`config.mk`:
```
export PLATFORM = sky130hd
export DESIGN_NAME = xosvm_unit
export DESIGN_NICKNAME = d
export VERILOG_FILES = /design/src/hw/xosvm_pkg.sv /design/src/hw/xosvm_unit.sv /design/src/hw/mem_request_gate.sv /design/src/hw/region_mmu.sv /design/src/hw/vm_config_regs.sv
export SDC_FILE = /design/constraint.sdc
export NUM_CORES = 1
export LEC_CHECK = 0
export ABC_AREA = 1
export BUFFER_PORTS_ARGS = -buffer_cell sky130_fd_sc_hd__buf_2
export CORE_UTILIZATION = 55
export CTS_CLUSTER_SIZE = 28
export DETAILED_ROUTE_END_ITERATION = 6
export GPL_TIMING_DRIVEN = 0
export PLACE_DENSITY = 0.78
export SLEW_MARGIN = 20
export SYNTH_ARGS = -nofsm -noshare
export SYNTH_HDL_FRONTEND = slang
export SYNTH_SLANG_ARGS = --single-unit
```
`constraint.sdc`:
```
create_clock -name clk -period 2.6 [get_ports clk]
set_input_delay 0.26 -clock clk [delete_from_list [all_inputs] [get_ports clk]]
set_output_delay 0.26 -clock clk [all_outputs]
set_load 0.02 [all_outputs]
```
`src/hw/xosvm_pkg.sv`:
```
package xosvm_pkg;

    ////////////////////////////////////////////////////////////
    // Widths with a meaning
    ////////////////////////////////////////////////////////////

    // Addresses, offsets, sizes, masks and config write data
    typedef logic [31:0] addr_t;

    // Control register address, custom machine range
    typedef logic [11:0] csr_addr_t;

    // One bit per byte lane of a store
    typedef logic [3:0] strobe_t;

    // Privilege encoding as in the core, value 2 reserved
    typedef enum logic [1:0] {
        PRIV_USER       = 2'd0,
        PRIV_SUPERVISOR = 2'd1,
        PRIV_MACHINE    = 2'd3
    } priv_level_e;

    ////////////////////////////////////////////////////////////
    // Channels
    ////////////////////////////////////////////////////////////

    // Instruction fetch and data access, fixed by the core
    localparam int NUM_CHANNELS = 2;
    localparam int INST_CHANNEL = 0;
    localparam int DATA_CHANNEL = 1;

    // Control register map
    localparam csr_addr_t MVMCTL_ADDR = 12'h7C0;
    localparam csr_addr_t MVMDO_ADDR  = 12'h7C1;
    localparam csr_addr_t MVMDS_ADDR  = 12'h7C2;
    localparam csr_addr_t MVMDM_ADDR  = 12'h7C3;
    localparam csr_addr_t MVMIO_ADDR  = 12'h7C4;
    localparam csr_addr_t MVMIS_ADDR  = 12'h7C5;
    localparam csr_addr_t MVMIM_ADDR  = 12'h7C6;

    ////////////////////////////////////////////////////////////
    // Bundles
    ////////////////////////////////////////////////////////////

    // Region setup of one channel, 97 bits
    typedef struct packed {
        logic  enable;
        addr_t offset;
        addr_t size;
        addr_t mask;
    } region_cfg_t;

    // Checker result, 33 bits
    typedef struct packed {
        addr_t address;
        logic  fault;
    } xlate_t;

    // Memory request from execute, 6 bits
    typedef struct packed {
        logic    read_enable;
        strobe_t write_strobe;
        logic    killed;
    } mem_req_t;

endpackage
```
`src/hw/xosvm_unit.sv`:
```
module xosvm_unit (
    input  logic                   clk,
    input  logic                   reset_i,

    // Control register writes
    input  logic                   cfg_write_i,
    input  xosvm_pkg::csr_addr_t   cfg_addr_i,
    input  xosvm_pkg::addr_t       cfg_data_i,
    input  xosvm_pkg::priv_level_e privilege_i,

    // Requests from the pipeline
    input  xosvm_pkg::addr_t       instruction_address_i,
    input  xosvm_pkg::addr_t       mem_address_i,
    input  logic                   mem_read_enable_i,
    input  xosvm_pkg::strobe_t     mem_write_enable_i,
    input  logic                   killed_i,

    // To memory, one cycle later
    output xosvm_pkg::addr_t       instruction_address_o,
    output logic                   inst_fault_o,
    output xosvm_pkg::addr_t       mem_address_o,
    output logic                   data_fault_o,
    output logic                   mem_operation_enable_o,
    output xosvm_pkg::strobe_t     mem_write_enable_o
);

    ////////////////////////////////////////////////////////////
    // Internal wiring
    ////////////////////////////////////////////////////////////

    xosvm_pkg::region_cfg_t [xosvm_pkg::NUM_CHANNELS-1:0] region_cfg;
    xosvm_pkg::addr_t       [xosvm_pkg::NUM_CHANNELS-1:0] channel_address;
    xosvm_pkg::xlate_t      [xosvm_pkg::NUM_CHANNELS-1:0] xlate;
    xosvm_pkg::mem_req_t                                  mem_req;

    // Channel address select
    assign channel_address[xosvm_pkg::INST_CHANNEL] = instruction_address_i;
    assign channel_address[xosvm_pkg::DATA_CHANNEL] = mem_address_i;

    // Request bundle
    assign mem_req.read_enable  = mem_read_enable_i;
    assign mem_req.write_strobe = mem_write_enable_i;
    assign mem_req.killed       = killed_i;

    ////////////////////////////////////////////////////////////
    // Control registers
    ////////////////////////////////////////////////////////////

    vm_config_regs i_vm_config_regs (
        .clk          (clk),
        .reset_i      (reset_i),
        .cfg_write_i  (cfg_write_i),
        .cfg_addr_i   (cfg_addr_i),
        .cfg_data_i   (cfg_data_i),
        .privilege_i  (privilege_i),
        .region_cfg_o (region_cfg)
    );

    // One checker per channel
    for (genvar k = 0; k < xosvm_pkg::NUM_CHANNELS; k++) begin : gen_region_mmu
        region_mmu i_region_mmu (
            .clk          (clk),
            .reset_i      (reset_i),
            .region_cfg_i (region_cfg[k]),
            .address_i    (channel_address[k]),
            .xlate_o      (xlate[k])
        );
    end

    ////////////////////////////////////////////////////////////
    // Memory issue
    ////////////////////////////////////////////////////////////

    mem_request_gate i_mem_request_gate (
        .clk                    (clk),
        .reset_i                (reset_i),
        .mem_req_i              (mem_req),
        .xlate_i                (xlate),
        .instruction_address_o  (instruction_address_o),
        .inst_fault_o           (inst_fault_o),
        .mem_address_o          (mem_address_o),
        .data_fault_o           (data_fault_o),
        .mem_operation_enable_o (mem_operation_enable_o),
        .mem_write_enable_o     (mem_write_enable_o)
    );

endmodule

```
`src/hw/mem_request_gate.sv`:
```
module mem_request_gate (
    input  logic                                            clk,
    input  logic                                            reset_i,
    input  xosvm_pkg::mem_req_t                             mem_req_i,
    input  xosvm_pkg::xlate_t [xosvm_pkg::NUM_CHANNELS-1:0] xlate_i,
    output xosvm_pkg::addr_t                                instruction_address_o,
    output logic                                            inst_fault_o,
    output xosvm_pkg::addr_t                                mem_address_o,
    output logic                                            data_fault_o,
    output logic                                            mem_operation_enable_o,
    output xosvm_pkg::strobe_t                              mem_write_enable_o
);

    // Request delayed to line up with the checker results
    xosvm_pkg::mem_req_t mem_req_q;

    // Request asks for a load or a store
    logic                mem_access;

    always_ff @(posedge clk) begin
        if (reset_i) begin
            mem_req_q <= '0;
        end
        else begin
            mem_req_q <= mem_req_i;
        end
    end

    ////////////////////////////////////////////////////////////
    // Memory controls
    ////////////////////////////////////////////////////////////

    assign mem_access = (mem_req_q.write_strobe != '0) || mem_req_q.read_enable;

    // Killed or faulting accesses never reach memory
    always_comb begin
        if (!mem_req_q.killed && mem_access && !xlate_i[xosvm_pkg::DATA_CHANNEL].fault) begin
            mem_operation_enable_o = 1'b1;
        end
        else begin
            mem_operation_enable_o = 1'b0;
        end
    end

    // Strobe passes as is, the enable does the gating
    assign mem_write_enable_o = mem_req_q.write_strobe;

    ////////////////////////////////////////////////////////////
    // Channel results onto named outputs
    ////////////////////////////////////////////////////////////

    // Fetch side
    assign instruction_address_o = xlate_i[xosvm_pkg::INST_CHANNEL].address;
    assign inst_fault_o          = xlate_i[xosvm_pkg::INST_CHANNEL].fault;

    // Load/store side
    assign mem_address_o         = xlate_i[xosvm_pkg::DATA_CHANNEL].address;
    assign data_fault_o          = xlate_i[xosvm_pkg::DATA_CHANNEL].fault;

endmodule

```
`src/hw/region_mmu.sv`:
```
module region_mmu (
    input  logic                   clk,
    input  logic                   reset_i,
    input  xosvm_pkg::region_cfg_t region_cfg_i,
    input  xosvm_pkg::addr_t       address_i,
    output xosvm_pkg::xlate_t      xlate_o
);

    // Address after the mask
    xosvm_pkg::addr_t  masked_address;

    // Result before the output register
    xosvm_pkg::xlate_t xlate_d;
    xosvm_pkg::xlate_t xlate_q;

    ////////////////////////////////////////////////////////////
    // Mask, relocate, bound check
    ////////////////////////////////////////////////////////////

    assign masked_address = address_i & region_cfg_i.mask;

    always_comb begin
        if (region_cfg_i.enable) begin
            // Wraps modulo 2^32 by width
            xlate_d.address = masked_address + region_cfg_i.offset;
            // Size is an exclusive upper bound
            xlate_d.fault   = (masked_address >= region_cfg_i.size);
        end
        else begin
            // Translation off, physical address as is
            xlate_d.address = address_i;
            xlate_d.fault   = 1'b0;
        end
    end

    // One cycle through the checker
    always_ff @(posedge clk) begin
        if (reset_i) begin
            xlate_q <= '0;
        end
        else begin
            xlate_q <= xlate_d;
        end
    end

    assign xlate_o = xlate_q;

endmodule

```
`src/hw/vm_config_regs.sv`:
```
module vm_config_regs (
    input  logic                                              clk,
    input  logic                                              reset_i,
    input  logic                                              cfg_write_i,
    input  xosvm_pkg::csr_addr_t                              cfg_addr_i,
    input  xosvm_pkg::addr_t                                  cfg_data_i,
    input  xosvm_pkg::priv_level_e                            privilege_i,
    output xosvm_pkg::region_cfg_t [xosvm_pkg::NUM_CHANNELS-1:0] region_cfg_o
);

    ////////////////////////////////////////////////////////////
    // Register storage
    ////////////////////////////////////////////////////////////

    // Global translation switch
    logic             mvmctl_q;

    // Data region
    xosvm_pkg::addr_t mvmdo_q;
    xosvm_pkg::addr_t mvmds_q;
    xosvm_pkg::addr_t mvmdm_q;

    // Instruction region
    xosvm_pkg::addr_t mvmio_q;
    xosvm_pkg::addr_t mvmis_q;
    xosvm_pkg::addr_t mvmim_q;

    // Shared by both channels
    logic             xlate_en;

    ////////////////////////////////////////////////////////////
    // Strobed writes
    ////////////////////////////////////////////////////////////

    always_ff @(posedge clk) begin
        if (reset_i) begin
            mvmctl_q <= 1'b0;
            mvmdo_q  <= '0;
            mvmds_q  <= '0;
            mvmdm_q  <= '0;
            mvmio_q  <= '0;
            mvmis_q  <= '0;
            mvmim_q  <= '0;
        end
        else if (cfg_write_i) begin
            // Decode against the register map, others dropped
            case (cfg_addr_i)
                // Only the enable bit exists here
                xosvm_pkg::MVMCTL_ADDR: mvmctl_q <= cfg_data_i[0];
                xosvm_pkg::MVMDO_ADDR:  mvmdo_q  <= cfg_data_i;
                xosvm_pkg::MVMDS_ADDR:  mvmds_q  <= cfg_data_i;
                xosvm_pkg::MVMDM_ADDR:  mvmdm_q  <= cfg_data_i;
                xosvm_pkg::MVMIO_ADDR:  mvmio_q  <= cfg_data_i;
                xosvm_pkg::MVMIS_ADDR:  mvmis_q  <= cfg_data_i;
                xosvm_pkg::MVMIM_ADDR:  mvmim_q  <= cfg_data_i;
                default: ;
            endcase
        end
    end

    ////////////////////////////////////////////////////////////
    // Channel configuration
    ////////////////////////////////////////////////////////////

    // Machine mode always sees physical addresses
    assign xlate_en = mvmctl_q && (privilege_i != xosvm_pkg::PRIV_MACHINE);

    // Instruction channel
    assign region_cfg_o[xosvm_pkg::INST_CHANNEL].enable = xlate_en;
    assign region_cfg_o[xosvm_pkg::INST_CHANNEL].offset = mvmio_q;
    assign region_cfg_o[xosvm_pkg::INST_CHANNEL].size   = mvmis_q;
    assign region_cfg_o[xosvm_pkg::INST_CHANNEL].mask   = mvmim_q;

    // Data channel
    assign region_cfg_o[xosvm_pkg::DATA_CHANNEL].enable = xlate_en;
    assign region_cfg_o[xosvm_pkg::DATA_CHANNEL].offset = mvmdo_q;
    assign region_cfg_o[xosvm_pkg::DATA_CHANNEL].size   = mvmds_q;
    assign region_cfg_o[xosvm_pkg::DATA_CHANNEL].mask   = mvmdm_q;

endmodule

```
# Word level (Yosys, flattened, before mapping)
# Index checks and enable logic that the tools add are counted.
op_classes:
  n_addsub: 2
  n_lt_le_gt_ge: 2
  eq_ne: 8
  muxes: 3
  bitwise_logic: 3
  n_reduce_logical: 15
op_table:
  columns: ["op", "n"]
  rows:
  - ["$eq 12x11->1 const B", 7]
  - ["$mux 33", 2]
  - ["$add 32x32->32", 2]
  - ["$and 32x32->32", 2]
  - ["$ge 32x32->1", 2]
  - ["$reduce_and 2->1", 7]
  - ["$reduce_bool 4->1", 1]
  - ["$logic_and 1x1->1", 3]
  - ["$logic_not 1->1", 2]
  - ["$ne 2x2->1 const B", 1]
  - ["$reduce_or 2->1", 1]
  - ["$logic_or 1x1->1", 1]
  - ["$mux 1", 1]
  - ["$not 1->1", 1]
totals:
  ff_bits: 265
  inputBits: 119
  output_inout_bits: 71
  wordCells: 47

# Longest topological paths before layout
logic_depth:
  depth_word: 5
  ltp_mapped: 17
  ltp_nobuf: 17

# By module
# Synthesis repeated with hierarchy kept, for this count alone.
unflattened:
  cells_unflattened: 2995
  area_unflattened_um2: 18308.8
modules_own_cells:
  columns: ["module", "instances", "cells_each", "area_each_um2", "seq_area_each_um2"]
  rows:
  - ["vm_config_regs", 1, 1134, 7863.8, 3863.7]
  - ["region_mmu at gen_region_mmu[1].i_region_mmu", 1, 893, 4926.0, 660.6]
  - ["region_mmu at gen_region_mmu[0].i_region_mmu", 1, 873, 4798.4, 660.6]
  - ["mem_request_gate", 1, 95, 720.7, 120.1]

# Worst setup path before layout
# Ideal clock, no wire load.
synth_path:
  path_kind: "reg2reg"
  from: "reg i_vm_config_regs.mvmdm_q[0]"
  to: "reg gen_region_mmu[1].i_region_mmu.xlate_q (netlist bit gen_region_mmu[1].i_region_mmu.xlate_o[17])"
  setup_time_ns: 0.115
  t_arrival_ns: 1.870
  required_time_ns: 2.485
  slack_ns: 0.615
  stages_incl_launch_ff: 15
  n_path_buf: 0
  synth_period_minus_slack_ns: 1.985
  cell_sequence: "dfxtp_1 -> nand2_1 -> inv_1 -> ha_1 -> inv_1 -> fa_1 -> nand3b_1 -> nand2_1 -> nand2_1 -> o21ai_1 -> nand2_1 -> nand3_1 -> nand2_1 -> o21ai_0 -> inv_1"
synth_between:
  elab_chain_len: 3
synth_rtl:
  columns: ["item", "line_no", "source"]
  rows:
  - ["start: declaration", "vm_config_regs.sv:21", "xosvm_pkg::addr_t mvmdm_q;"]
  - ["start signal: assignment", "vm_config_regs.sv:52", "xosvm_pkg::MVMDM_ADDR: mvmdm_q <= cfg_data_i;"]
  - ["$and 32x32->32", "region_mmu.sv:20", "assign masked_address = address_i & region_cfg_i.mask;"]
  - ["$add 32x32->32", "region_mmu.sv:25", "xlate_d.address = masked_address + region_cfg_i.offset;"]
  - ["$mux 33", "region_mmu.sv:23", "if (region_cfg_i.enable) begin"]
  - ["end signal: assignment", "region_mmu.sv:42", "xlate_q <= xlate_d;"]
  - ["end: declaration", "region_mmu.sv:14", "xosvm_pkg::xlate_t xlate_q;"]
# Every way passes these cells.
# A chain may end at the register's enable or synchronous reset.

# Final worst setup path
layout_path:
  from: "in mem_address_i[0]"
  to: "reg gen_region_mmu[1].i_region_mmu.xlate_q (netlist bit gen_region_mmu[1].i_region_mmu.xlate_o[29])"
layout_between:
  elab_chain_len: 3
layout_rtl:
  columns: ["item", "line_no", "source"]
  rows:
  - ["start: declaration", "xosvm_unit.sv:13", "input xosvm_pkg::addr_t mem_address_i,"]
  - ["$and 32x32->32", "region_mmu.sv:20", null]
  - ["$add 32x32->32", "region_mmu.sv:25", null]
  - ["$mux 33", "region_mmu.sv:23", null]
# Every way passes these cells.

==> metrics.csv <==
stage,metric,value,unit
drt,first_pass_iters,5,
global_routing,groute.usage.overall,35.9,%
clock_network,cts.sinks,265,
timing,timing.slew.headroom,22.8,%
yosys,yosys_most_used_dff,dfxtp_1,
critical_path,path_cells,dlygate4sd3_1 -> buf_2 -> nand2_1 -> inv_1 -> ha_2 -> inv_1 -> fa_1 -> nand3b_1 -> nand2_2 -> nand2_2 -> inv_2 -> nand2_1 -> nand3b_1 -> nand2_1 -> nand3_1 -> nand2_1 -> nor2_1 -> nor2_1,
clock_network,clockRootBuffer,clkbuf_16,
floorplanning,rows,61,
yosys,avgSynthCellArea,6.39,µm²
yosys,synth_cell_types,37,
critical_path,crit_required,3.05,ns
clock_network,clkTransAtPathRegs,0.06,ns
floorplanning,dieWidth,171,µm
finish,area_delta_synth_final,17.3,%
clock_network,cts_tree,built,
pwr,power,9420,µW
timing,tightest_slew,1.16,ns
drt,totalWireLength,52.9,mm
placement,place_congestion,0.963,
global_routing,antenna_found_initial,1,
placement,portBuffers,189,
yosys,synth_nets,2657,
critical_path,crit_type,input port to flop,
min_path,min_path_type,input port to flop,
pwr,intPower,7210,µW
drt,detailroute.via_count,16796,
critical_path,crit_family,simple AND/OR/NAND/NOR gates,
global_routing,grt_max_degree,15,
clock_network,cts_buffer_depth,3,
timing,max_freq,398,MHz
pwr,switching_share,23.5,%
yosys,yosys_warnings,0,
clock_network,insertion_delay,0.57,ns
drt,vias_per_cell,5.42,
run,maxCapViolations,0,
global_routing,use_met2,60.9,%
yosys,synthCells,2462,
pwr,vdd_drop_max,0.000480,V
global_routing,grt_pass1_vias,15815,
critical_path,crit_fanout,3,
pwr,combPwrFrac,6.1,%
floorplanning,initial_core_util,56.3,%
timing,post-route-period-util,96.7,%
pwr,clkPwrFrac,50.0,%
global_routing,grt_pass1_wl,80.7,mm
critical_path,cp-start-kind,input port,
pwr,pwr-share-seq,43.9,%
timing,fin_skew,0.0210,ns
critical_path,crit_slowest_cell,dlygate4sd3_1,
critical_path,end_kind,flop,
global_routing,top_usage_layer,met2,
timing,fin_hold_ws,0.0118,ns
clock_network,numCtsBuffers,29,
finish,fin_nets,2896,
global_routing,grt_use_met3,4.51,%
drt,route.detailed.drc,0,
critical_path,cp_slowest_stage_delay,0.53,ns
pwr,p_leak,0.00971,µW
placement,dp_hpwl,41.1,mm
clock_network,h-tree-depth,1,
yosys,ys_seq_elements,265,
pwr,p_per_area,510,mW/mm²
yosys,synth_edf_count,0,
timing,hold_violations,0,
floorplanning,die_area,0.0293,mm²
drt,final_antenna_net_count,0,
finish,drive_above_1_share,11.4,%
global_routing,gr-total-overflow,0,
critical_path,crit_arrival,2.97,ns
drt,wl_per_cell,17.0,µm
timing,finalCriticalPeriod,2.51,ns
yosys,mappedNetlistArea,0.0157,mm²
global_routing,gr-usage-met1,45.0,%
pwr,power_switching,2210,µW
floorplanning,fp.dieH,171,µm
critical_path,crit_buf_inv,5,
yosys,async_flop_share,0,%
timing,drv_slew,0,
timing,setup_violations,0,
critical_path,cp_common_cell,nand2_1,
yosys,synth_seq_area_share,33.7,%
drt,dr.first_iter.drc_count,1265,
timing,rsz0062_at_grt,true,
floorplanning,io_pins,190,
floorplanning,core,0.0279,mm²
run_status,outcome,"finished, final reports clean",
-- state kept, by name (all words and copies together) (netlist names) --
signal and cells:
i_vm_config_regs.mvmim_q 32, i_vm_config_regs.mvmctl_q 1, i_mem_request_gate.mem_write_enable_o 4, gen_region_mmu.i_region_mmu.xlate_o 66, i_vm_config_regs.mvmds_q 32, i_vm_config_regs.mvmis_q 32, i_mem_request_gate.mem_req_q 2, i_vm_config_regs.mvmio_q 32
i_vm_config_regs.mvmdo_q 32, i_vm_config_regs.mvmdm_q 32
-- power groups by stage --
| stage | sequential, µW | clock (µW) | combinational [µW] |
|---|---|---|---|
| 2_1_floorplan | 4290 | 0 | 186 |
| 3_3_place_gp | 4220 | 0 | 537 |
| 3_5_place_dp | 4220 | 0 | 540 |
| 4_1_cts | 4130 | 4710 | 564 |
| 5_1_grt | 4140 | 4890 | 615 |
| 6_report | 4130 | 4710 | 578 |
-- cell families after synthesis --
kind of cell / synth area share, %
AND/OR/NAND/NOR: 29.4
AO/OA/AOI/OAI: 17.1
buffers and inverters: 12.5
adder cells (fa/ha/maj): 6.14
XOR/XNOR: 1.22
flip-flops: 33.7
-- cell type report --
cell class | count | area (µm²)
antenna | 1 | 2.50
buffer | 81 | 350
timing repair buffer | 208 | 1130
tap | 378 | 473
multi-input combinational | 1686 | 8500
sequential | 265 | 5310
inverter | 430 | 1610
clock buffer | 37 | 816
clock inverter | 15 | 265
fill | 2611 | 9470
-- routing by layer --
metal | share of wire (%) | vias to the layer above
met5 | 0 | -
met4 | 5.0 | 0
met3 | 7.6 | 167
met2 | 46 | 724
met1 | 42 | 7597
li1 | - | 8308
-- cells in the final DEF, fill, tap and decap left out, types with 7 or more instances in the layout --
cell type        n
xor2_1          22
inv_1          426
nand4_1         11
bufinv_16        7
dfxtp_1        264
nand3b_1         8
clkbuf_1        63
a211oi_2        28
o21ai_0        147
dlygate4sd3_1   17
a21oi_1        179
ha_1            73
buf_4           12
clkbuf_16       29
buf_2          195
nor2_1         320
nand2_1        608
nor3_1          33
a211oi_1        69
nand3_1        136
-- Yosys cell counts (all sizes together), types with 22 or more instances --
cell / number / area share [%]
a211oi: 97 / 5.5
nor3: 34 / 1.2
ha: 74 / 5.9
clkbuf: 62 / 1.5
inv: 429 / 10
o21ai: 149 / 4.7
xor2: 22 / 1.2
dfxtp: 265 / 34
nand2: 614 / 15
nor2: 323 / 7.8
a21oi: 179 / 5.7
nand3: 137 / 4.4
-- through the flow --
step,cell area [µm²],instances,setup slack [ns],TNS [ns],util (%)
floorplan,15700,2462,0.615,0,-
global placement,17200,3029,-0.0480,-0.0932,61.4
detailed placement,17200,3029,-0.0792,-0.138,61.4
CTS,18400,3098,0.0145,0,65.9
global route,18500,3101,-0.0182,-0.0295,66.1
finish,18500,3101,0.0867,0,66.1
-- path summary, 6_finish.rpt --
check | start | to | slack [ns] | cells past startpoint
max | mem_address_i[0] | gen_region_mmu[1].i_region_mmu.xlate_o[29]$_SDFF_PP0_ | 0.09 | 18
min | instruction_address_i[7] | gen_region_mmu[0].i_region_mmu.xlate_o[8]$_SDFF_PP0_ | 0.01 | 3
max reg2reg | i_vm_config_regs.mvmdm_q[0]$_SDFFE_PP0P_ | gen_region_mmu[1].i_region_mmu.xlate_o[29]$_SDFF_PP0_ | 0.10 | 16
min reg2reg | i_vm_config_regs.mvmdo_q[20]$_SDFFE_PP0P_ | i_vm_config_regs.mvmdo_q[20]$_SDFFE_PP0P_ | 0.47 | 2
-- timing repair --
action                                  CTS  global route
endpoints found under the setup margin    1            11
hold buffers                             17             0
buffers inserted                          0             2
resized for setup                         1            12
endpoints found under the hold margin    17             0
pin swaps                                 0             4
-- tightest hold or removal path: stages --
cell     delay (ns)
buf_2          0.10
o21ai_0        0.08
a21oi_1        0.11
No activity file was read; power rests on OpenSTA's default activity.
